$ cat config.mk
export PLATFORM = sky130hd
export DESIGN_NAME = desc_issue
export DESIGN_NICKNAME = d
export VERILOG_FILES = /design/src/rtl/f2c_pkg.sv /design/src/rtl/sync_fifo.sv /design/src/rtl/desc_issue.sv
export SDC_FILE = /design/constraint.sdc
export NUM_CORES = 1
export LEC_CHECK = 0
export ABC_CLOCK_PERIOD_IN_PS = 17100
export BUFFER_PORTS_ARGS = -buffer_cell sky130_fd_sc_hd__buf_2
export CAP_MARGIN = 20
export CORE_MARGIN = 2
export CORE_UTILIZATION = 58
export CTS_CLUSTER_DIAMETER = 30
export CTS_CLUSTER_SIZE = 30
export DETAILED_ROUTE_END_ITERATION = 7
export PLACE_DENSITY_LB_ADDON = 0.12
export REMOVE_ABC_BUFFERS = 1
export SLEW_MARGIN = 30
export SYNTH_ARGS = -nofsm -noshare
export SYNTH_HDL_FRONTEND = slang
export SYNTH_HIERARCHICAL = 1
export SYNTH_SLANG_ARGS = --single-unit
$ cat constraint.sdc
create_clock -name clk -period 17.1 [get_ports clk]
set_input_delay 1.71 -clock clk [delete_from_list [all_inputs] [get_ports clk]]
set_output_delay 1.71 -clock clk [all_outputs]
set_load 0.01 [all_outputs]
$ cat src/rtl/f2c_pkg.sv
package f2c_pkg;

    // packet buffer geometry, in 512-bit flits
    localparam int PDU_AWIDTH = 9;
    localparam int PDU_DEPTH = 1 << PDU_AWIDTH;
    localparam int PDU_MAX_FLITS = 64;
    localparam int FLIT_WIDTH = 512;
    localparam int JOB_FIFO_DEPTH = 16;

    // host ring slot index
    localparam int RB_AWIDTH = 16;

    // packet buffer as seen from the data mover
    localparam logic [63:0] EP_BASE_ADDR = 64'h0000_0000_0004_0000;
    localparam logic [7:0] DONE_ID = 8'hFE;

    localparam int DESC_FIFO_DEPTH = 4;
    localparam int DESC_CNT_W = $clog2(DESC_FIFO_DEPTH + 1);

    typedef logic [FLIT_WIDTH-1:0] flit_t;

    typedef struct packed {
        logic [PDU_AWIDTH-1:0] base;
        logic [PDU_AWIDTH-1:0] size;
    } pdu_job_t;

    // write data mover descriptor, 174 bits
    typedef struct packed {
        logic [7:0]  func_nb;
        logic [7:0]  desc_id;
        logic [7:0]  app_spec;
        logic [1:0]  reserved;
        logic        single_src;
        logic        immediate;
        logic [17:0] nb_dwords;
        logic [63:0] dst_addr;
        logic [63:0] saddr_data;
    } pcie_desc_t;

endpackage

$ cat src/rtl/sync_fifo.sv
`timescale 1ns/1ps

module sync_fifo #(
    parameter type payload_t = logic,
    parameter int DEPTH = 4
) (
    input  logic                       clk,
    input  logic                       rst,
    input  logic                       push,
    input  payload_t                   push_data,
    input  logic                       pop,
    output payload_t                   pop_data,
    output logic                       empty,
    output logic                       full,
    output logic [$clog2(DEPTH+1)-1:0] count
);

    localparam int AW = $clog2(DEPTH);

    payload_t mem [DEPTH];
    logic [AW-1:0] wr_ptr;
    logic [AW-1:0] rd_ptr;

    assign pop_data = mem[rd_ptr];
    assign empty = (count == '0);
    assign full = (count == DEPTH);

    always_ff @(posedge clk) begin
        if (push) begin
            mem[wr_ptr] <= push_data;
        end
    end

    always_ff @(posedge clk) begin
        if (rst) begin
            wr_ptr <= '0;
            rd_ptr <= '0;
            count <= '0;
        end else begin
            if (push) begin
                wr_ptr <= (wr_ptr == AW'(DEPTH - 1)) ? '0 : wr_ptr + 1'b1;
            end
            if (pop) begin
                rd_ptr <= (rd_ptr == AW'(DEPTH - 1)) ? '0 : rd_ptr + 1'b1;
            end
            // simultaneous push and pop leaves the count alone
            case ({push, pop})
                2'b10: count <= count + 1'b1;
                2'b01: count <= count - 1'b1;
                default: count <= count;
            endcase
        end
    end

endmodule

$ cat src/rtl/desc_issue.sv
`timescale 1ns/1ps

module desc_issue (
    input  logic                              clk,
    input  logic                              rst,
    input  f2c_pkg::pcie_desc_t               desc,
    input  logic                              desc_push,
    input  logic                              wrdm_desc_ready,
    output logic [f2c_pkg::DESC_CNT_W-1:0]    desc_room,
    output logic                              wrdm_desc_valid,
    output f2c_pkg::pcie_desc_t               wrdm_desc_data
);

    localparam int CW = f2c_pkg::DESC_CNT_W;

    f2c_pkg::pcie_desc_t fifo_data;
    logic                fifo_empty;
    logic                fifo_full;
    logic [CW-1:0]       fifo_count;
    logic                fifo_pop;

    logic ready_r1;
    logic ready_r2;
    logic ready_qualified;
    logic out_full;

    assign desc_room = CW'(f2c_pkg::DESC_FIFO_DEPTH) - fifo_count;

    // data mover takes a descriptor only after three ready cycles in a row
    assign ready_qualified = wrdm_desc_ready && ready_r1 && ready_r2;
    assign wrdm_desc_valid = out_full && ready_qualified;

    // refill the output register when it is empty or being accepted
    assign fifo_pop = !fifo_empty && (!out_full || wrdm_desc_valid);

    always_ff @(posedge clk) begin
        if (fifo_pop) begin
            wrdm_desc_data <= fifo_data;
        end
    end

    always_ff @(posedge clk) begin
        if (rst) begin
            ready_r1 <= 1'b0;
            ready_r2 <= 1'b0;
            out_full <= 1'b0;
        end else begin
            ready_r1 <= wrdm_desc_ready;
            ready_r2 <= ready_r1;
            if (fifo_pop) begin
                out_full <= 1'b1;
            end else if (wrdm_desc_valid) begin
                out_full <= 1'b0;
            end
        end
    end

    sync_fifo #(
        .payload_t (f2c_pkg::pcie_desc_t),
        .DEPTH     (f2c_pkg::DESC_FIFO_DEPTH)
    ) desc_fifo_inst (
        .clk       (clk),
        .rst       (rst),
        .push      (desc_push),
        .push_data (desc),
        .pop       (fifo_pop),
        .pop_data  (fifo_data),
        .empty     (fifo_empty),
        .full      (fifo_full),
        .count     (fifo_count)
    );

endmodule

==> results.toml, run 1 <==
[clock_tree]
numClockSinks = 882
h-tree-depth = 4
clockBufferDepth = 3
cts_setup_buffers = 0
cts_root_buffer = "clkbuf_16"
cts_resized = 0
clk_pin_slew_ns = 0.05
cts_hold_buf = 0
cts_tree = "done"
clk_latency_ns = 0.71
cts_made_buffers = 150

[finish]
ff_latch_area_um2 = 26370
final_area_um2 = 38370
fin_util = 0.7273
nNetsFinal = 1816
mostFrequentLayoutCells = "edfxtp_1 (870), buf_2 (355), mux4_2 (174)"
area_growth_syn_to_layout_pct = 23.56
final.fill_count = 3087
multi_input_area_um2 = 4239
final_common_cell = "edfxtp_1"
drive_above_1_share = 0.4483

[setup_path]
crit_start = "wrdm_desc_ready"
r2r_cells = 5
worstPathArrival_ns = 2.19
cp_data_required_time_ns = 15.39
cpMostUsedCell = "buf_2"
cp_top_family = "simple AND/OR/NAND/NOR gates"
crit_path_top_delay_cell = "nand3_1"
crit_path_start_kind = "input port"
crit_cells = 4
end_kind = "output port"
worstSetupPathType = "in2out"
path_buf_inv = 2
reg2reg_from = "desc_fifo_inst/wr_ptr[0]"
path_max_fanout = 3
path_cells = "buf_2 -> nand3_1 -> nor2_1 -> buf_2"
slowest_delay_ns = 0.14

[timing]
rsz0062_at_grt = "false"
hold_viol = 0
setup_viol = 0
fin_crit_sh = 0.2282
period_needed_ns = 3.902
final.setup.tns_ns = 0
worstMarginPinSlew_ns = 0.9382
max_slew_margin = 0.3745
clock.fmax_mhz = 256.3
slew_violations = 0
fin_worst_skew_ns = 0.02251

[logic_synthesis]
ys_warn_count = 6
postSynthCellCount = 1145
syn_avg_cell_area_um2 = 27.12
netlist_area_um2 = 31060

[floorplan]
initial_core_util = 0.5886
dieHeight_um = 235.4
rows = 84
die_x_um = 235.4
coreArea_um2 = 52760
io_pins = 356
dieArea_um2 = 55410

[routing]
totalWireLength_um = 60350
drt_pass1_iterations = 5
routedWlPerCell_um = 24.67
drt.antenna.violating_nets = 0
via_count = 13809
drc = 0
vias_per_cell = 5.646
drt_iter0_markers = 961

[power]
combPwrFrac = 0.165
total_power_mw = 6.912
internal-power_mw = 5.126
power.density_nw_per_um2 = 180.1
pwr-share-seq = 0.427
switchingPower_mw = 1.786
power_leakage_nw = 13.07
clkPwrFrac = 0.409
p_sw_frac = 0.2584
irDropWorstVdd_v = 0.0001753

[min_path]
hold_depth = 1
min_from = "ready_r1"
hold_class = "reg2reg"

[global_routing]
grt_max_degree = 122
grt_pass1_wl_um = 89230
grt_pass1_vias = 14414
antenna_found_initial = 19
grt_usage = 0.2227
overflow = 0

[place]
postPlaceCellArea_um2 = 33470
portBuffers = 355
dp_hpwl_um = 33860
gp_congestion = 0.7476

[job]
maxCapViolCount = 0

[run_status]
outcome = "completed"
[per-stage QoR]
step	hold slack (ns)	worst slack, ns	cells
2_1_floorplan	0.4488	4.490	1106
3_5_place_dp	0.4681	12.75	2166
6_report	0.4839	13.20	2446
3_3_place_gp	0.4721	12.76	2165
5_1_grt	0.5069	13.14	2443
4_1_cts	0.4840	13.19	2439
[final timing paths]
path                                             endpoint  slack, ns
worst max register to register  desc_fifo_inst/mem[0][32]      14.21
worst min-delay path                             ready_r2       0.48
worst min register to register                   ready_r2       0.48
worst max-delay path                      wrdm_desc_valid      13.20
[worst reg2reg max path: cells and delay by family (launching register included)]
family	cells	cell delay [ns]
simple gates	1	0.42
buf+inv	3	1.57
flops	1	0.35
fa+ha+maj	1	0.14
[sequential cells by signal, indices dropped and copies added (netlist names), named ones only]
signal and flops:
desc_fifo_inst/rd_ptr 2, desc_fifo_inst/count 3, desc_fifo_inst/wr_ptr 2, desc_fifo_inst/mem 696, out_full 1, wrdm_desc_data 174
ready_r1 1, ready_r2 1
[power by group through the flow]
stage	registers [mW]	logic, mW	clock network [mW]
2_1_floorplan	3.26	0.637	0
3_3_place_gp	2.99	1.14	0
3_5_place_dp	2.99	1.16	0
4_1_cts	2.95	1.16	2.87
5_1_grt	2.98	1.21	2.97
6_report	2.95	1.14	2.83
[final cells by class]
class	count	share of cell area
diodes	7	0.0004565
well taps	688	0.02243
clock inverters	104	0.02586
multi-input cells	214	0.1105
inverters	10	0.0009782
flip-flops and latches	882	0.6873
repair buffers	372	0.05122
clock buffers	169	0.1013
[layer usage]
| layer | routed length, um | GRT usage | part of all wire |
|---|---|---|---|
| met1 | 24090 | 0.2901 | 0.40 |
| met2 | 30500 | 0.3539 | 0.51 |
| met3 | 4433 | 0.07341 | 0.073 |
| met4 | 1214 | 0.08743 | 0.020 |
| met5 | 114 | 0 | 0.0019 |
Note: power is estimated with default switching activity, not from simulation.
==> run 2, diff against run 1 <==
--- a/config.mk
+++ b/config.mk
@@ -5,7 +5,8 @@
 export SDC_FILE = /design/constraint.sdc
 export NUM_CORES = 1
 export LEC_CHECK = 0
-export ABC_CLOCK_PERIOD_IN_PS = 17100
+export ABC_AREA = 1
+export ABC_CLOCK_PERIOD_IN_PS = 3630
 export BUFFER_PORTS_ARGS = -buffer_cell sky130_fd_sc_hd__buf_2
 export CAP_MARGIN = 20
 export CORE_MARGIN = 2
==> constraint.sdc (replaced) <==
create_clock -name clk -period 3.63 [get_ports clk]
set_input_delay 0.363 -clock clk [delete_from_list [all_inputs] [get_ports clk]]
set_output_delay 0.363 -clock clk [all_outputs]
set_load 0.01 [all_outputs]
==> run 2 against run 1 <==
  * Area after synthesis grew 1.7%
  * First-iteration DRC count grew 42%
  * Total power grew to 4.9 times the previous value
  * Sequential share of layout area shrank 4.3 points
  * Critical path type is now reg2reg
  * Largest cell class unchanged
  * Wire length grew 20%
  * Design area grew 6.7%
  * Critical path depth is the same
  * Cell count grew 37%
==> results.toml, run 2 <==
[finish]
final_area_um2 = 40960
ff_latch_area_um2 = 26370
mostFrequentLayoutCells = "edfxtp_1 (870), nor2_1 (356), buf_2 (355)"
largest_reg_flops = 696
multi_input_area_um2 = 4419
nNetsFinal = 2715
final_common_cell = "edfxtp_1"
fin_util = 0.7611
drive_above_1_share = 0.2416
final.fill_count = 3105
top_regs = "desc_fifo_inst/mem: 696 flops, wrdm_desc_data: 174 flops, desc_fifo_inst/count: 3 flops"
max_flop_register = "desc_fifo_inst/mem"
area_growth_syn_to_layout_pct = 29.71

[min_path]
hold_class = "in2reg"
min_from = "desc_push"
hold_depth = 3

[setup_path]
r2r_cells = 4
path_max_fanout = 106
regToRegSetupSlack_ns = 1.51
cp_top_family = "buffers and inverters"
worstSetupPathType = "reg2reg"
worstPathArrival_ns = 2.66
cp_data_required_time_ns = 4.18
slowest_delay_ns = 0.56
crit_path_start_kind = "flop"
path_buf_inv = 2
path_cells = "inv_8 -> buf_12 -> o21ai_0 -> o22ai_1"
crit_path_top_delay_cell = "inv_8"
crit_cells = 4
end_kind = "flop"

[logic_synthesis]
postSynthCellCount = 1933
netlist_area_um2 = 31580
ys_warn_count = 6
syn_avg_cell_area_um2 = 16.34

[routing]
via_count = 19055
totalWireLength_um = 72520
drt.antenna.violating_nets = 0
drt_iter0_markers = 1368
drt_pass1_iterations = 6
drc = 0
vias_per_cell = 5.681
routedWlPerCell_um = 21.62

[floorplan]
initial_core_util = 0.5868
dieArea_um2 = 56330
coreArea_um2 = 53810
dieHeight_um = 237.3
rows = 85
io_pins = 356
die_x_um = 237.3

[power]
irDropWorstVdd_v = 0.001552
power.density_nw_per_um2 = 829.8
power_leakage_nw = 14.58
total_power_mw = 33.99

[global_routing]
grt_pass1_vias = 19616
grt_usage = 0.2586
overflow = 0
grt_max_degree = 151
grt_pass1_wl_um = 109500
antenna_found_initial = 9

[timing]
slew_violations = 0
setup_viol = 0
hold_viol = 0
period_needed_ns = 2.115
rsz0062_at_grt = "false"
worstMarginPinSlew_ns = 0.8739
postLayoutSetupSlackWorst_ns = 1.515
max_slew_margin = 0.4174
fin_crit_sh = 0.5827
fin_worst_skew_ns = 0.02344
clock.fmax_mhz = 472.8
final.setup.tns_ns = 0

[clock_tree]
clk_pin_slew_ns = 0.05
cts_made_buffers = 148
cts_setup_buffers = 0
clk_latency_ns = 0.72
cts_root_buffer = "clkbuf_16"
numClockSinks = 882
clockBufferDepth = 3
cts_tree = "done"
h-tree-depth = 4

[place]
portBuffers = 355
gp_congestion = 0.7662
dp_slack_ns = 1.543
dp_hpwl_um = 36530
postPlaceCellArea_um2 = 34020

[job]
maxCapViolCount = 0

[run_status]
outcome = "completed"
==> run 2: path summary, 6_finish.rpt <==
path	to
worst max register to register	wrdm_desc_data[77]
worst min-delay path	desc_fifo_inst/wr_ptr[1]
worst min register to register	ready_r2
worst max-delay path	wrdm_desc_data[77]
==> run 2: routing by layer <==
metal  global-route usage  vias to the layer above  routed length, um
li1                     -                     8638                  -
met1               0.3268                     9479              28420
met2               0.4255                      767              36200
met3              0.07223                      163               5643
met4               0.1086                        8               2210
met5                    0                        -                 42
==> run 2: through the flow <==
step                      hold WS (ns)  instances
after floorplan                 0.4152       1818
after global placement          0.4209       2898
after detailed placement        0.4314       2898
after CTS                      0.01810       3349
after global routing           0.04100       3354
final                          0.04937       3354
==> run 2: tightest hold or removal path, stage by stage <==
cell and delay, ns:
buf_2 0.12, inv_1 0.09, a21oi_1 0.13
==> run 2: cell type report <==
| cell class | count | share of cell area |
|---|---|---|
| Inverter | 23 | 0.002841 |
| Clock inverter | 107 | 0.03052 |
| Timing Repair Buffer | 561 | 0.09805 |
| Tap cell | 696 | 0.02126 |
| Antenna cell | 5 | 0.0003055 |
| Multi-Input combinational cell | 913 | 0.1079 |
| Clock buffer | 167 | 0.09527 |
| Sequential cell | 882 | 0.6439 |
==> run 2: where the power goes <==
part	switching, mW	total, mW	leakage (nW)	internal, mW
Sequential	0.528	13.8	8.15	13.3
Combinational	4.16	6.03	3.98	1.87
Clock	4.89	14.1	2.46	9.24
Total	9.58	34.0	14.6	24.4
==> run 2: repair_timing <==
action / 4_1_cts / 5_1_grt
resized for setup: 0 / 0
endpoints found under the hold margin: 702 / 0
hold buffers: 177 / 0
==> run 3, diff against run 2 <==
--- a/config.mk
+++ b/config.mk
@@ -5,8 +5,8 @@
 export SDC_FILE = /design/constraint.sdc
 export NUM_CORES = 1
 export LEC_CHECK = 0
-export ABC_AREA = 1
-export ABC_CLOCK_PERIOD_IN_PS = 3630
+export ABC_AREA = 0
+export ABC_CLOCK_PERIOD_IN_PS = 2200
 export BUFFER_PORTS_ARGS = -buffer_cell sky130_fd_sc_hd__buf_2
 export CAP_MARGIN = 20
 export CORE_MARGIN = 2
==> constraint.sdc (replaced) <==
create_clock -name clk -period 2.2 [get_ports clk]
set_input_delay 0.22 -clock clk [delete_from_list [all_inputs] [get_ports clk]]
set_output_delay 0.22 -clock clk [all_outputs]
set_load 0.01 [all_outputs]
==> run 3 against run 2 <==
  * Global-route usage shrank 2.1 points
  * Sequential share of layout area grew 0.30 points
  * Die area shrank 1.6%
  * Total power is 63% higher
  * Critical path depth grew 3
  * Wire length down 12%
  * Worst setup slack lost 1.3 ns
  * Maximum frequency increased by 5.0%
  * Cell count shrank 21%
  * Critical path type unchanged
  * Highest routed layer unchanged
==> results.toml, run 3 (synthesis results as in run 1) <==
[timing]
period_needed_ns = 2.014
fin_crit_sh = 0.9152
slew_violations = 0
max_slew_margin = 0.5056
clock.fmax_mhz = 496.6
rsz0062_at_grt = "false"
hold_viol = 0
worstMarginPinSlew_ns = 0.7416
hold_ws_ns = 0.2797
setup_viol = 0
fin_worst_skew_ns = 0.02569

[finish]
final_common_cell = "edfxtp_1"
final.fill_count = 2749
top_regs = "desc_fifo_inst/mem: 696 flops, wrdm_desc_data: 174 flops, desc_fifo_inst/count: 3 flops"
max_flop_register = "desc_fifo_inst/mem"
largest_reg_flops = 696
drive_above_1_share = 0.4129
nNetsFinal = 2016
mostFrequentLayoutCells = "edfxtp_1 (870), buf_2 (355), dlygate4sd3_1 (179)"
fin_util = 0.7727
area_growth_syn_to_layout_pct = 31.28

[setup_path]
crit_path_start_kind = "flop"
path_cells = "nor3_1 -> a21oi_4 -> buf_4 -> buf_12 -> nor3b_1 -> a21oi_1 -> nor2_1"
worstSetupPathType = "reg2reg"
reg2reg_from = "desc_fifo_inst/count[0]"
crit_start = "desc_fifo_inst/count[0]"
slowest_delay_ns = 0.46
cp_data_required_time_ns = 2.77
crit_path_top_delay_cell = "nor3_1"
path_max_fanout = 98
path_buf_inv = 2
worstPathArrival_ns = 2.58
end_kind = "flop"
cp_top_family = "simple AND/OR/NAND/NOR gates"

[power]
internal-power_mw = 41.60
p_sw_frac = 0.2515
total_power_mw = 55.57
irDropWorstVdd_v = 0.001657
combPwrFrac = 0.180
switchingPower_mw = 13.98
clkPwrFrac = 0.414
pwr-share-seq = 0.406
power.density_nw_per_um2 = 1363
power_leakage_nw = 14.10

[clock_tree]
cts_setup_buffers = 0
cts_made_buffers = 148
clockBufferDepth = 3
cts_tree = "done"
cts_root_buffer = "clkbuf_16"
clk_pin_slew_ns = 0.05
h-tree-depth = 4
clk_latency_ns = 0.70
numClockSinks = 882

[floorplan]
die_x_um = 235.4
io_pins = 356
rows = 84
dieArea_um2 = 55410
initial_core_util = 0.5886
coreArea_um2 = 52760
dieHeight_um = 235.4

[routing]
routedWlPerCell_um = 24.07
via_count = 14603
totalWireLength_um = 63680
drc = 0
drt.antenna.violating_nets = 0
drt_pass1_iterations = 5
drt_iter0_markers = 1091
vias_per_cell = 5.521

[job]
maxCapViolCount = 0

[global_routing]
grt_pass1_wl_um = 96610
overflow = 0
grt_usage = 0.2373
grt_pass1_vias = 15623
antenna_found_initial = 10
grt_max_degree = 99

[min_path]
min_from = "desc[25]"
hold_class = "in2reg"

[run_status]
outcome = "completed"

[place]
portBuffers = 355
dp_hpwl_um = 35200
gp_congestion = 0.7240
==> run 3: changes by cell type in the layout (fill, tap and decap cells not counted), sizes merged, moves of 4 or more <==
cell / before / now
and2: 0 / 4
buf: 384 / 395
clkbuf: 167 / 172
clkinv: 43 / 52
clkinvlp: 22 / 15
inv: 45 / 22
mux4: 0 / 174
nand2: 9 / 0
nor2: 356 / 8
o21ai: 352 / 1
o22ai: 174 / 0
==> run 3: final cells by class <==
| type | instances | area (um^2) | share of cell area |
|---|---|---|---|
| well taps | 688 | 860.8 | 0.02111 |
| repair buffers | 574 | 4169 | 0.1023 |
| clock buffers | 172 | 3985 | 0.09775 |
| inverters | 10 | 37.54 | 0.0009207 |
| diodes | 5 | 12.51 | 0.0003069 |
| multi-input cells | 214 | 4239 | 0.1040 |
| flip-flops and latches | 882 | 26370 | 0.6469 |
| clock inverters | 100 | 1092 | 0.02679 |
==> run 3: stage by stage <==
step	TNS (ns)	cell area [um^2]	worst slack, ns	cells
floorplan	-4401.84	30620	-9.137	1106
global placement	0	33890	0.3001	2189
detailed placement	0	33890	0.2061	2189
CTS	0	40760	0.2074	2640
global route	0	40770	0.08089	2644
finish	0	40770	0.1865	2645
==> run 3: final timing paths <==
path | endpoint | slack (ns) | depth (start not counted)
worst max-delay path | flop | 0.19 | 7
worst min-delay path | desc_fifo_inst/mem[0][25] | 0.28 | 2
worst max register to register | flop | 0.19 | 7
worst min register to register | ready_r2 | 0.49 | 1
==> run 3: layer usage <==
layer,share of wire,track usage
met1,0.40,0.3145
met2,0.50,0.3772
met3,0.072,0.07165
met4,0.026,0.09149
met5,0.0010,0
==> run 3: power groups by stage <==
| stage | registers, mW | logic, mW | clock network, mW |
|---|---|---|---|
| floorplan | 21.1 | 1.75 | 0 |
| finish | 22.6 | 9.99 | 23.0 |
| CTS | 22.6 | 10.2 | 23.4 |
| detailed placement | 22.8 | 9.89 | 0 |
| global route | 22.7 | 10.7 | 24.2 |
| global placement | 22.8 | 9.78 | 0 |
==> run 3: timing repair <==
action / 4_1_cts / 5_1_grt
hold endpoints to repair: 708 / 0
hold buffers: 179 / 0
setup endpoints to repair: 0 / 0
resized for setup: 0 / 0
==> run 3: worst register-to-register path: cells and delay by family, from the launching register on <==
family | cells | cell delay, ns
AND/OR/NAND/NOR | 3 | 1.00
buffers and inverters | 2 | 0.38
flip-flops | 1 | 0.34
AO/OA/AOI/OAI | 2 | 0.18
