$ cat src/rtl/f2c_pkg.sv
package f2c_pkg;

    // packet buffer geometry, in 512-bit flits
    localparam int PDU_AWIDTH = 9;
    localparam int PDU_DEPTH = 1 << PDU_AWIDTH;
    localparam int PDU_MAX_FLITS = 64;
    localparam int FLIT_WIDTH = 512;
    localparam int JOB_FIFO_DEPTH = 16;

    // host ring slot index
    localparam int RB_AWIDTH = 16;

    // packet buffer as seen from the data mover
    localparam logic [63:0] EP_BASE_ADDR = 64'h0000_0000_0004_0000;
    localparam logic [7:0] DONE_ID = 8'hFE;

    localparam int DESC_FIFO_DEPTH = 4;
    localparam int DESC_CNT_W = $clog2(DESC_FIFO_DEPTH + 1);

    typedef logic [FLIT_WIDTH-1:0] flit_t;

    typedef struct packed {
        logic [PDU_AWIDTH-1:0] base;
        logic [PDU_AWIDTH-1:0] size;
    } pdu_job_t;

    // write data mover descriptor, 174 bits
    typedef struct packed {
        logic [7:0]  func_nb;
        logic [7:0]  desc_id;
        logic [7:0]  app_spec;
        logic [1:0]  reserved;
        logic        single_src;
        logic        immediate;
        logic [17:0] nb_dwords;
        logic [63:0] dst_addr;
        logic [63:0] saddr_data;
    } pcie_desc_t;

endpackage

$ cat src/rtl/desc_engine.sv
`timescale 1ns/1ps

module desc_engine (
    input  logic                              clk,
    input  logic                              rst,
    input  f2c_pkg::pdu_job_t                 job,
    input  logic                              job_avail,
    input  logic [f2c_pkg::RB_AWIDTH-1:0]     head,
    input  logic [63:0]                       kmem_addr,
    input  logic [f2c_pkg::RB_AWIDTH-1:0]     cpu_rb_size,
    input  logic [f2c_pkg::DESC_CNT_W-1:0]    desc_room,
    output logic                              job_take,
    output logic                              job_done,
    output f2c_pkg::pcie_desc_t               desc,
    output logic                              desc_push,
    output logic [f2c_pkg::RB_AWIDTH-1:0]     tail,
    output logic                              dma_done,
    output logic [31:0]                       dma_queue_full_cnt,
    output logic [31:0]                       cpu_buf_full_cnt
);

    localparam int RBW = f2c_pkg::RB_AWIDTH + 1;

    typedef enum logic [1:0] {
        IDLE,
        DESC,
        DESC_WRAP,
        DONE
    } state_t;

    state_t            state;
    f2c_pkg::pdu_job_t job_r;
    logic              room_ok;

    logic [RBW-1:0] job_size;
    logic [RBW-1:0] free_slot;
    logic [RBW-1:0] tail_sum;
    logic [RBW-1:0] size_low;
    logic [RBW-1:0] size_high;
    logic [RBW-1:0] new_tail;
    logic           wrap;

    logic [63:0] dst_addr;
    logic [63:0] src_addr;
    logic [63:0] src_addr_high;
    f2c_pkg::pcie_desc_t done_desc;

    function automatic f2c_pkg::pcie_desc_t data_desc(
        input logic [RBW-1:0] flits,
        input logic [63:0]    dst,
        input logic [63:0]    src
    );
        f2c_pkg::pcie_desc_t d;
        d = '0;
        // 16 dwords per flit
        d.nb_dwords = 18'({flits, 4'h0});
        d.dst_addr = dst;
        d.saddr_data = src;
        return d;
    endfunction

    // a push from the previous cycle is not yet counted in desc_room
    assign room_ok = int'(desc_room) >= 3 + int'(desc_push);
    assign job_take = (state == IDLE) && job_avail && room_ok;

    assign job_size = RBW'(job_r.size);

    // one host slot always stays empty
    assign free_slot = (tail >= head) ? RBW'(cpu_rb_size) - RBW'(tail) + RBW'(head) - 1'b1
                                      : RBW'(head) - RBW'(tail) - 1'b1;

    assign tail_sum = RBW'(tail) + job_size;
    assign wrap = tail_sum > RBW'(cpu_rb_size);
    assign new_tail = (tail_sum >= RBW'(cpu_rb_size)) ? tail_sum - RBW'(cpu_rb_size)
                                                      : tail_sum;
    assign size_low = RBW'(cpu_rb_size) - RBW'(tail);
    assign size_high = job_size - size_low;

    // host slot 0 holds the tail record, data starts at slot 1
    assign dst_addr = kmem_addr + ((64'(tail) + 64'd1) << 6);
    assign src_addr = f2c_pkg::EP_BASE_ADDR + (64'(job_r.base) << 6);
    assign src_addr_high = src_addr + (64'(size_low) << 6);

    always_comb begin
        done_desc = '0;
        done_desc.desc_id = f2c_pkg::DONE_ID;
        done_desc.immediate = 1'b1;
        done_desc.nb_dwords = 18'd1;
        done_desc.dst_addr = kmem_addr;
        done_desc.saddr_data = 64'(new_tail);
    end

    always_ff @(posedge clk) begin
        if (rst) begin
            state <= IDLE;
            desc_push <= 1'b0;
            job_done <= 1'b0;
            dma_done <= 1'b0;
            tail <= '0;
            dma_queue_full_cnt <= '0;
            cpu_buf_full_cnt <= '0;
        end else begin
            desc_push <= 1'b0;
            job_done <= 1'b0;
            dma_done <= 1'b0;
            case (state)
                IDLE: begin
                    if (job_take) begin
                        job_r <= job;
                        state <= DESC;
                    end else if (job_avail) begin
                        // job waiting only on issue queue room
                        dma_queue_full_cnt <= dma_queue_full_cnt + 1'b1;
                    end
                end
                DESC: begin
                    if (free_slot >= job_size) begin
                        desc_push <= 1'b1;
                        if (wrap) begin
                            desc <= data_desc(size_low, dst_addr, src_addr);
                            state <= DESC_WRAP;
                        end else begin
                            desc <= data_desc(job_size, dst_addr, src_addr);
                            state <= DONE;
                        end
                    end else begin
                        cpu_buf_full_cnt <= cpu_buf_full_cnt + 1'b1;
                    end
                end
                DESC_WRAP: begin
                    // second part restarts at the first host data slot
                    desc <= data_desc(size_high, kmem_addr + 64'd64, src_addr_high);
                    desc_push <= 1'b1;
                    state <= DONE;
                end
                DONE: begin
                    desc <= done_desc;
                    desc_push <= 1'b1;
                    tail <= new_tail[f2c_pkg::RB_AWIDTH-1:0];
                    dma_done <= 1'b1;
                    job_done <= 1'b1;
                    state <= IDLE;
                end
                default: state <= IDLE;
            endcase
        end
    end

endmodule

$ cat config.mk
export PLATFORM = sky130hd
export DESIGN_NAME = desc_engine
export DESIGN_NICKNAME = d
export VERILOG_FILES = /design/src/rtl/f2c_pkg.sv /design/src/rtl/desc_engine.sv
export SDC_FILE = /design/constraint.sdc
export NUM_CORES = 1
export LEC_CHECK = 0
export BUFFER_PORTS_ARGS = -buffer_cell sky130_fd_sc_hd__buf_2
export CAP_MARGIN = 10
export CORE_MARGIN = 1
export CORE_UTILIZATION = 33
export DETAILED_ROUTE_END_ITERATION = 16
export GPL_TIMING_DRIVEN = 0
export PLACE_DENSITY = 0.6
export SLEW_MARGIN = 20
export SYNTH_ARGS = -nofsm -noshare
export SYNTH_HDL_FRONTEND = slang
export SYNTH_SLANG_ARGS = --single-unit
$ cat constraint.sdc
create_clock -name clk -period 16.17 [get_ports clk]
set_input_delay 2.4255 -clock clk [delete_from_list [all_inputs] [get_ports clk]]
set_output_delay 2.4255 -clock clk [all_outputs]
set_load 0.01 [all_outputs]
==> impl_results.md, run 1 <==
* Outcome: complete, no violations
* Mapped cell area at around 16,000 sq um
* Fmax at 112 MHz
* Synth Instances at around 1,900
* Clock power share at 0.258
* Final setup TNS at 0 ps
* Initial antenna violation count at 1
* H-tree depth at 1
* Crit path max-delay family: compound AO/OA/AOI/OAI gates
* CTS Hold Bufs at 0
* Die height at between 200 and 250 um
* Dominant cells by area after synthesis: edfxtp_1 22%, ha_1 12%, dfxtp_1 10%
* GR Util All Layers at 0.209
* Worst Hold Class: reg -> reg
* Flop pwr share at 0.305
* Final setup fails at 0
* Max VDD drop at 0.0563 mV
* Worst setup startpoint: cpu_rb_size[0]
* Antenna Cells at 0
* CP Capture Type: register
* Die width at between 200 and 250 um
* Routed via count at about 16,000
* Hold depth at 2
* Power Density at 118 nW/um^2
* Reg2Reg Capture Point: desc[71]
* Drt first-iter violations at 1,189
* Critical R2R Launch: tail[0]
* Inst Count DP at 2,921
* Clock sink count at 205
* Max-slew violations at 0
* DR vias/cell at 5.22
* Hold Vio Cnt, Final at 0
* Yosys cell types at 90
* Overall power at 2.34 mW
* Core Footprint at 48,100 sq um
* Ys async rst share at 0
* Min cycle time layout at 8960 ps
* Final WS setup at a little over 7000 ps
* Gate power share at 0.437
* Pre-antenna DRT Iters at 5
* CP peak stage delay at between 400 and 500 ps
* Post-Place Cell Area at 19,000 sq um
* Share of layout cells above drive strength 1 at 0.209
* Number of CTS-inserted buffers at 26
* Slew HR at 0.399
* Critical path's slowest cell: fa_1
* Setup slack, reg-to-reg at 8370 ps
* Crit path launch type: input pin
* CTS root buffer: clkbuf_16
* Pre-CTS setup slack at 6680 ps
* Die area at 50,000 sq um
* Synth Register Bits at 205
* Pleak at 8.60 nW
* CTS tree: built
* Max_cap viols at 0
* DP HPWL at 44,300 um
* RSZ-0062 raised after global routing: no
* Wire per inst at 18.5 um
* Row count at 80
* Postcts setup bufs at 0
* Avg Cell Area, Syn at between 8 and 9 sq um
* Area Growth Syn to Fin at 22.3%
* Sw Pwr at about 0.9 mW
* Clock Latency Late Sink at between 500 and 600 ps
* Final ANT Viol Nets at 0
* RePlAce Congestion at between 0.9 and 1
* Synth Flop Type: edfxtp_1
* HP Start: dma_queue_full_cnt[25]
* CP Depth at 34
* Number of global-route vias before repair at approximately 14,000
* DRC Markers at 0
* Reg clk slew, reported paths at approximately 60 ps
* Multi-input gate area at between 9000 and 10,000 sq um
* Worst Max-Slew Pin Slew at ~900 ps
* Overflow after GRT at 0
* Clock skew at 22.7 ps
* IO Port Bufs at 314
* Pin count of the biggest net entering global routing at 19
* Switching Fraction at 0.394
* CP max FO at 11
* Seq/Total Area, Yosys at 0.328
* Bufs on Longest Clock Path at 3
* Most frequent cells after synthesis: 159 x nand2_1, 152 x ha_1, 146 x inv_1, 146 x nor2_1, 124 x a21oi_1
* Period utilization at 0.554
* Count leader, synth: nand2_1
* WL final at 54,800 um
* Reg2reg path depth at 32
* Finished Layout Cells at between 2,000 and 3,000
* Post-synth EDFFs at 121
* Fillers at 4,841
* Critical path data arrival time at 9280 ps
* Ys Warns at 0
* CTS resizes at 0
* WS Path Type: in -> reg
* Nets at 2,573
* Share of the synthesized area in the top cell type at 0.224
* Top Ports at 378
* Hold path endpoint: dma_queue_full_cnt[25]
* First-pass GRT wire length at 81,500 um
* Critical Path RT at 16,490 ps
* Starting Density at 0.337
* Final Cell Area at 19,800 sq um
* Register area at 5320 sq um
* Internal power at 1.42 mW
* Buffers and inverters on the worst path at 11
* Yosys top cell by area: edfxtp_1
==> placed cells by master, fill, tap and decap left out, drive strengths merged, types with 84 or more instances in the layout <==
cell type	count
inv	150
a21oi	124
nand2	159
dfxtp	84
nor2	146
buf	412
xnor2	86
o21ai	118
ha	152
edfxtp	121
==> state kept, by name, summed over array words and instances, names as in the netlist <==
signal / cells
dma_queue_full_cnt: 32
job_r: 18
desc: 103
cpu_buf_full_cnt: 32
tail: 16
dma_done: 1
desc_push: 1
state: 2
==> worst min-delay path, delay by kind of cell (launching register included) <==
kind / cells / cell delay [ps]
AO/OA/AOI/OAI: 2 / 130
flip-flops: 1 / 320
==> power by group through the flow <==
stage	sequential [mW]	clock (mW)	combinational, mW
2_1_floorplan	0.765	0	0.645
3_3_place_gp	0.755	0	0.969
3_5_place_dp	0.723	0	1.01
4_1_cts	0.714	0.620	1.01
5_1_grt	0.720	0.634	1.12
6_report	0.712	0.603	1.02
==> cell type report <==
class / instances / area share
clock buffers: 34 / 0.0371
plain buffers: 125 / 0.0386
repair buffers: 325 / 0.0843
inverters: 149 / 0.0282
multi-input cells: 1461 / 0.495
clock inverters: 13 / 0.00732
well taps: 656 / 0.0414
flip-flops and latches: 205 / 0.268
==> stage by stage <==
| stage | utilization | hold WS (ps) |
|---|---|---|
| 2_1_floorplan | - | 504 |
| 3_3_place_gp | 0.391 | 475 |
| 3_5_place_dp | 0.394 | 493 |
| 4_1_cts | 0.412 | 503 |
| 5_1_grt | 0.412 | 520 |
| 6_report | 0.412 | 503 |
==> metal layers <==
metal / global-route usage / routed length, um
met2: 0.341 / 24900
met1: 0.282 / 24300
met5: 0 / 10
met3: 0.0312 / 3970
met4: 0.0734 / 1690
==> how the worst max path moves through the flow <==
stage / endpoint
after floorplan: desc[0]
after global placement: desc[136]
after detailed placement: desc[70]
after CTS: desc[72]
after global routing: desc[71]
final: desc[71]
==> logic make-up after synthesis <==
| logic type | share of synthesized area |
|---|---|
| simple gates | 0.188 |
| compound gates | 0.194 |
| buf+inv | 0.0817 |
| flops | 0.328 |
| fa+ha+maj | 0.129 |
| xor+xnor | 0.0664 |
| mux | 0.0133 |
| other cells | 0.000231 |
Power figures use the tool's default switching activity.
==> run 2, diff against run 1 <==
==> constraint.sdc (replaced) <==
create_clock -name clk -period 9.39 [get_ports clk]
set_input_delay 1.4085 -clock clk [delete_from_list [all_inputs] [get_ports clk]]
set_output_delay 1.4085 -clock clk [all_outputs]
set_load 0.01 [all_outputs]
==> impl_results.md, run 2 (same netlist as run 1, synthesis figures left out) <==
* Outcome: complete, no violations
* Power Density at 202 nW/um^2 (+72%)
* CTS resizes at 0 (unchanged)
* Number of CTS-inserted buffers at 25 (-3.8%)
* CTS Hold Bufs at 0 (unchanged)
* Pin count of the biggest net entering global routing at 19 (unchanged)
* Antenna Cells at 0 (unchanged)
* Share of layout cells above drive strength 1 at 0.208 (-0.00119)
* Final ANT Viol Nets at 0 (unchanged)
* Number of global-route vias before repair at 14,343 (+1.0%)
* Initial antenna violation count at 3 (+2)
* Gate power share at 0.442 (+0.005)
* H-tree depth at 1 (unchanged)
* RePlAce Congestion at 0.931 (+0.22%)
* Max-slew violations at 0 (unchanged)
* Clock skew at 24.3 ps (+1.62 ps)
* CP Capture Type: register
* Fmax at 127 MHz
* Critical path data arrival time at 8180 ps (-1100 ps)
* CTS tree: built
* Biggest register: desc
* Final setup fails at 0 (unchanged)
* Min cycle time layout at 7860 ps
* Final Cell Area at 19,800 sq um (-0.15%)
* GR Util All Layers at 0.210 (+0.00112)
* Reg2Reg Capture Point: desc[70]
* Top Ports at 378 (unchanged)
* Max_cap viols at 0 (unchanged)
* Final WS setup at 1530 ps (-5680 ps)
* DRC Markers at 0 (unchanged)
* Wire per inst at 18.5 um (+0.26%)
* Max VDD drop at 0.182 mV (+220%)
* CP peak stage delay at 440 ps (+20 ps)
* Most common cell after layout, fill and taps aside: buf_2
* CP max FO at 17 (+6)
* Nets at 2,568 (-0.19%)
* Largest regs: desc (103), cpu_buf_full_cnt (32), dma_queue_full_cnt (32)
* Postcts setup bufs at 0 (unchanged)
* Max reg flops at 103 (unchanged)
* Critical path's slowest cell: a211oi_1
* Slew HR at 0.390 (-0.00842)
* Area Growth Syn to Fin at 22.1%
* Pleak at 8.58 nW (-0.29%)
* Critical Path RT at 9710 ps (-6780 ps)
* Flop pwr share at 0.306 (about the same)
* Clock sink count at 205 (unchanged)
* Reg clk slew, reported paths at 60 ps (about the same)
* Worst Max-Slew Pin Slew at 915 ps (+14.9 ps)
* Core Footprint at 48,100 sq um (unchanged)
* Critical R2R Launch: tail[0]
* RSZ-0062 raised after global routing: no
* Clock Latency Late Sink at 580 ps (about the same)
* Period utilization at 0.837
* Internal power at 2.42 mW (+71%)
* CTS root buffer: clkbuf_16
* WL final at 54,900 um (about the same)
* Overall power at 4.00 mW (+71%)
* Die area at 50,000 sq um (unchanged)
* Post-Place Cell Area at 19,000 sq um (about the same)
* Hold path endpoint: dma_queue_full_cnt[25]
* Setup slack, reg-to-reg at 1620 ps (-6750 ps)
* Routed via count at 15,429 (-0.46%)
* Clock power share at 0.252 (-0.006)
* Overflow after GRT at 0 (unchanged)
* IO Port Bufs at 314 (unchanged)
* Die height at 224 um (unchanged)
* Row count at 80 (unchanged)
* Reg2reg path depth at 31 (-3.1%)
* Leading cell types in the layout, fill and taps excluded: 320 x buf_2, 159 x nand2_1, 152 x ha_1
* WS Path Type: in -> reg
* Hold Vio Cnt, Final at 0 (unchanged)
* Starting Density at 0.337 (unchanged)
* Sw Pwr at 1.58 mW (+72%)
* Hold depth at 2 (unchanged)
* Die width at 224 um (unchanged)
* DR vias/cell at 5.21 (-0.26%)
* Pre-CTS setup slack at 981 ps (-5700 ps)
* Crit path launch type: input pin
* Worst Hold Class: reg -> reg
* First-pass GRT wire length at 81,700 um (+0.31%)
* Final setup TNS at 0 ps (unchanged)
* Bufs on Longest Clock Path at 3 (unchanged)
* Switching Fraction at 0.395 (+0.00132)
* DP HPWL at 44,200 um (-0.19%)
* Pre-antenna DRT Iters at 5 (unchanged)
* Drt first-iter violations at 1,069 (-10%)
* HP Start: dma_queue_full_cnt[25]
## run 2: cell count changes in the layout (fill, tap and decap cells not counted), moves of 2 or more
cell | before | now
buf_8 | 0 | 2
buf_4 | 79 | 73
clkbuf_2 | 0 | 2
clkinv_4 | 3 | 1
## run 2: final cells by class
| type | count | area, sq um |
|---|---|---|
| sequential | 205 | 5320 |
| timing repair buffer | 321 | 1670 |
| multi-input combinational | 1461 | 9830 |
| buffer | 125 | 766 |
| clock inverter | 12 | 135 |
| tap | 656 | 821 |
| clock buffer | 33 | 709 |
| fill | 4848 | 28300 |
| inverter | 149 | 559 |
## run 2: metal layers
layer	routed length (um)	global-route usage	up-vias
li1	-	-	7500
met5	34	0	-
met3	3980	0.0413	89
met2	24800	0.341	566
met4	1740	0.0720	6
met1	24300	0.279	7268
## run 2: worst max path at each step
stage,start,end,cells past startpoint
after floorplan,cpu_rb_size[0],desc[0],28
after global placement,cpu_rb_size[0],desc[136],29
after detailed placement,cpu_rb_size[0],desc[70],33
after CTS,cpu_rb_size[0],desc[70],33
after global routing,cpu_rb_size[0],desc[70],33
final,cpu_rb_size[0],desc[70],33
## run 2: worst max-delay path: cells and delay by family
kind / cells / cell delay, ps
xor gates and xnor gates: 2 / 390
AOI/OAI and AO/OA: 10 / 2360
adders and majority gates: 5 / 1510
and+or+nand+nor: 6 / 1160
buffers and inverters: 10 / 1330
## run 2: power by group through the flow
stage | Combinational [mW] | Sequential (mW) | Clock, mW
detailed placement | 1.74 | 1.24 | 0
global route | 1.95 | 1.24 | 1.06
finish | 1.77 | 1.22 | 1.01
floorplan | 1.11 | 1.29 | 0
global placement | 1.67 | 1.26 | 0
CTS | 1.76 | 1.23 | 1.03
## run 2: per-stage QoR
step           instances   util  hold WS [ps]
2_1_floorplan       1940      -           504
3_3_place_gp        2910  0.392           476
3_5_place_dp        2917  0.394           492
4_1_cts             2962  0.411           500
5_1_grt             2962  0.411           530
6_report            2962  0.411           502
==> run 3, diff against run 2 <==
--- a/config.mk
+++ b/config.mk
@@ -11,7 +11,7 @@
 export CORE_UTILIZATION = 33
 export DETAILED_ROUTE_END_ITERATION = 16
 export GPL_TIMING_DRIVEN = 0
-export PLACE_DENSITY = 0.6
+export PLACE_DENSITY = 0.62
 export SLEW_MARGIN = 20
 export SYNTH_ARGS = -nofsm -noshare
 export SYNTH_HDL_FRONTEND = slang
==> constraint.sdc (replaced) <==
create_clock -name clk -period 7.1 [get_ports clk]
set_input_delay 1.065 -clock clk [delete_from_list [all_inputs] [get_ports clk]]
set_output_delay 1.065 -clock clk [all_outputs]
set_load 0.01 [all_outputs]
==> impl_results.md, run 3 (same netlist as run 1, synthesis figures left out) <==
* First-pass GRT wire length at 82,800 um (+1.3%)
* Overall power at 5.45 mW (+36%)
* Pin count of the biggest net entering global routing at 19 (unchanged)
* WS Path Type: in -> reg
* Bufs on Longest Clock Path at 3 (unchanged)
* Slew HR at 0.373 (-0.0176)
* Nets at 2,572 (+0.16%)
* Clock Latency Late Sink at 580 ps (about the same)
* Largest regs: desc (103), cpu_buf_full_cnt (32), dma_queue_full_cnt (32)
* Reg clk slew, reported paths at 60 ps (about the same)
* Leading cell types in the layout, fill and taps excluded: 320 x buf_2, 159 x nand2_1, 150 x ha_1
* Pre-antenna DRT Iters at 6 (+1)
* Max-slew violations at 0 (unchanged)
* DRC Markers at 0 (unchanged)
* Reg2Reg Capture Point: desc[102]
* Area Growth Syn to Fin at 23.2%
* Final ANT Viol Nets at 0 (unchanged)
* Finished Layout Cells at 2,969 (+0.24%)
* Overflow after GRT at 0 (unchanged)
* Period utilization at 0.958
* Number of global-route vias before repair at 14,378 (+0.24%)
* DP HPWL at 44,700 um (+1.3%)
* Most common cell after layout, fill and taps aside: buf_2
* Hold depth at 2 (unchanged)
* CP max FO at 16 (-1)
* Biggest register: desc
* Antenna Cells at 0 (unchanged)
* Max reg flops at 103 (unchanged)
* CP peak stage delay at 450 ps (about the same)
* WL final at 55,600 um (+1.3%)
* CTS Hold Bufs at 0 (unchanged)
* Outcome: complete, no violations
* Starting Density at 0.337 (unchanged)
* Critical R2R Launch: tail[0]
* CTS tree: built
* CTS root buffer: clkbuf_16
* IO Port Bufs at 314 (unchanged)
* Row count at 80 (unchanged)
* DR vias/cell at 5.23 (+0.42%)
* Clock sink count at 205 (unchanged)
* Reg2reg path depth at 30 (-3.2%)
* Worst Hold Class: reg -> reg
* Crit path launch type: input pin
* CP Capture Type: register
* Share of layout cells above drive strength 1 at 0.215 (+0.00759)
* Number of CTS-inserted buffers at 27 (+8.0%)
* Max VDD drop at 0.226 mV (+24%)
* RePlAce Congestion at 0.936 (+0.58%)
* Worst Max-Slew Pin Slew at 939 ps (+24.0 ps)
* Min cycle time layout at 6800 ps
* Fin util at 0.415 (+0.00366)
* Initial antenna violation count at 3 (unchanged)
* Inst Count DP at 2,917 (unchanged)
* Critical path's slowest cell: nor4_1
* Die height at 224 um (unchanged)
* Power Density at 273 nW/um^2 (+35%)
* Setup slack, reg-to-reg at 370 ps (-1250 ps)
* Max_cap viols at 0 (unchanged)
* Hold Vio Cnt, Final at 0 (unchanged)
* Top Ports at 378 (unchanged)
* HP Start: cpu_buf_full_cnt[31]
* Final setup fails at 0 (unchanged)
* Worst hold slack at 498 ps (-4.01 ps)
* Critical path data arrival time at 7120 ps (-1060 ps)
* H-tree depth at 1 (unchanged)
* Clock skew at 21.7 ps (-2.67 ps)
* Core Footprint at 48,100 sq um (unchanged)
* Fmax at between 100 and 150 MHz
* Die width at 224 um (unchanged)
* Die area at 50,000 sq um (unchanged)
* Wire per inst at 18.7 um (+1.1%)
* Critical Path RT at 7420 ps (-2290 ps)
* Routed via count at 15,530 (+0.65%)
* Pleak at 8.64 nW (+0.69%)
* GR Util All Layers at 0.213 (+0.00268)
* RSZ-0062 raised after global routing: no
* Drt first-iter violations at 1,290 (+21%)
* Hold path endpoint: cpu_buf_full_cnt[31]
[run 3: cell type report]
type	instances	area [sq um]
Inverter	149	572
Tap cell	656	821
Multi-Input combinational cell	1461	9880
Fill cell	4787	28200
Clock buffer	36	733
Buffer	125	769
Timing Repair Buffer	323	1680
Clock inverter	14	206
Sequential cell	205	5320
[run 3: worst max-delay path by stage]
| stage | to | slack (ps) | cells past startpoint | from |
|---|---|---|---|---|
| 2_1_floorplan | desc[0] | -1060 | 27 | cpu_rb_size[0] |
| 3_5_place_dp | desc[135] | -420 | 32 | cpu_rb_size[0] |
| 3_3_place_gp | desc[135] | -3170 | 29 | cpu_rb_size[0] |
| 6_report | desc[102] | 300 | 32 | cpu_rb_size[0] |
| 4_1_cts | desc[136] | 130 | 30 | tail[1] |
| 5_1_grt | desc[135] | 4 | 32 | cpu_rb_size[0] |
[run 3: repair_timing]
item                                    CTS  global route
gates resized for setup                   2             3
pin swaps                                 0             2
endpoints found under the setup margin   28            86
buffers inserted                          0             2
[run 3: stage by stage]
step	TNS [ps]	area (sq um)	worst slack (ps)
4_1_cts	0	20000	132
3_5_place_dp	-27320	19000	-424
2_1_floorplan	-109250	16500	-1060
3_3_place_gp	-324900	18900	-3170
6_report	0	20000	301
5_1_grt	0	20000	4.04
[run 3: layer usage]
layer  global-route usage  up-vias  wire length, um
li1                     -     7516                -
met1                0.282     7288            24100
met2                0.354      621            25500
met3               0.0323       99             4000
met4               0.0705        6             1910
met5                    0        -               35
[run 3: worst max-delay path: cells and delay by family]
| family | cells | cell delay, ps |
|---|---|---|
| buffers and inverters | 9 | 1130 |
| adder cells (fa/ha/maj) | 5 | 1430 |
| XOR/XNOR | 2 | 340 |
| AND/OR/NAND/NOR | 7 | 1260 |
| AO/OA/AOI/OAI | 9 | 1850 |
[run 3: power by group]
part / internal [mW] / switching [mW]
registers: 1.52 / 0.104
clock network: 0.880 / 0.577
logic: 0.923 / 1.45
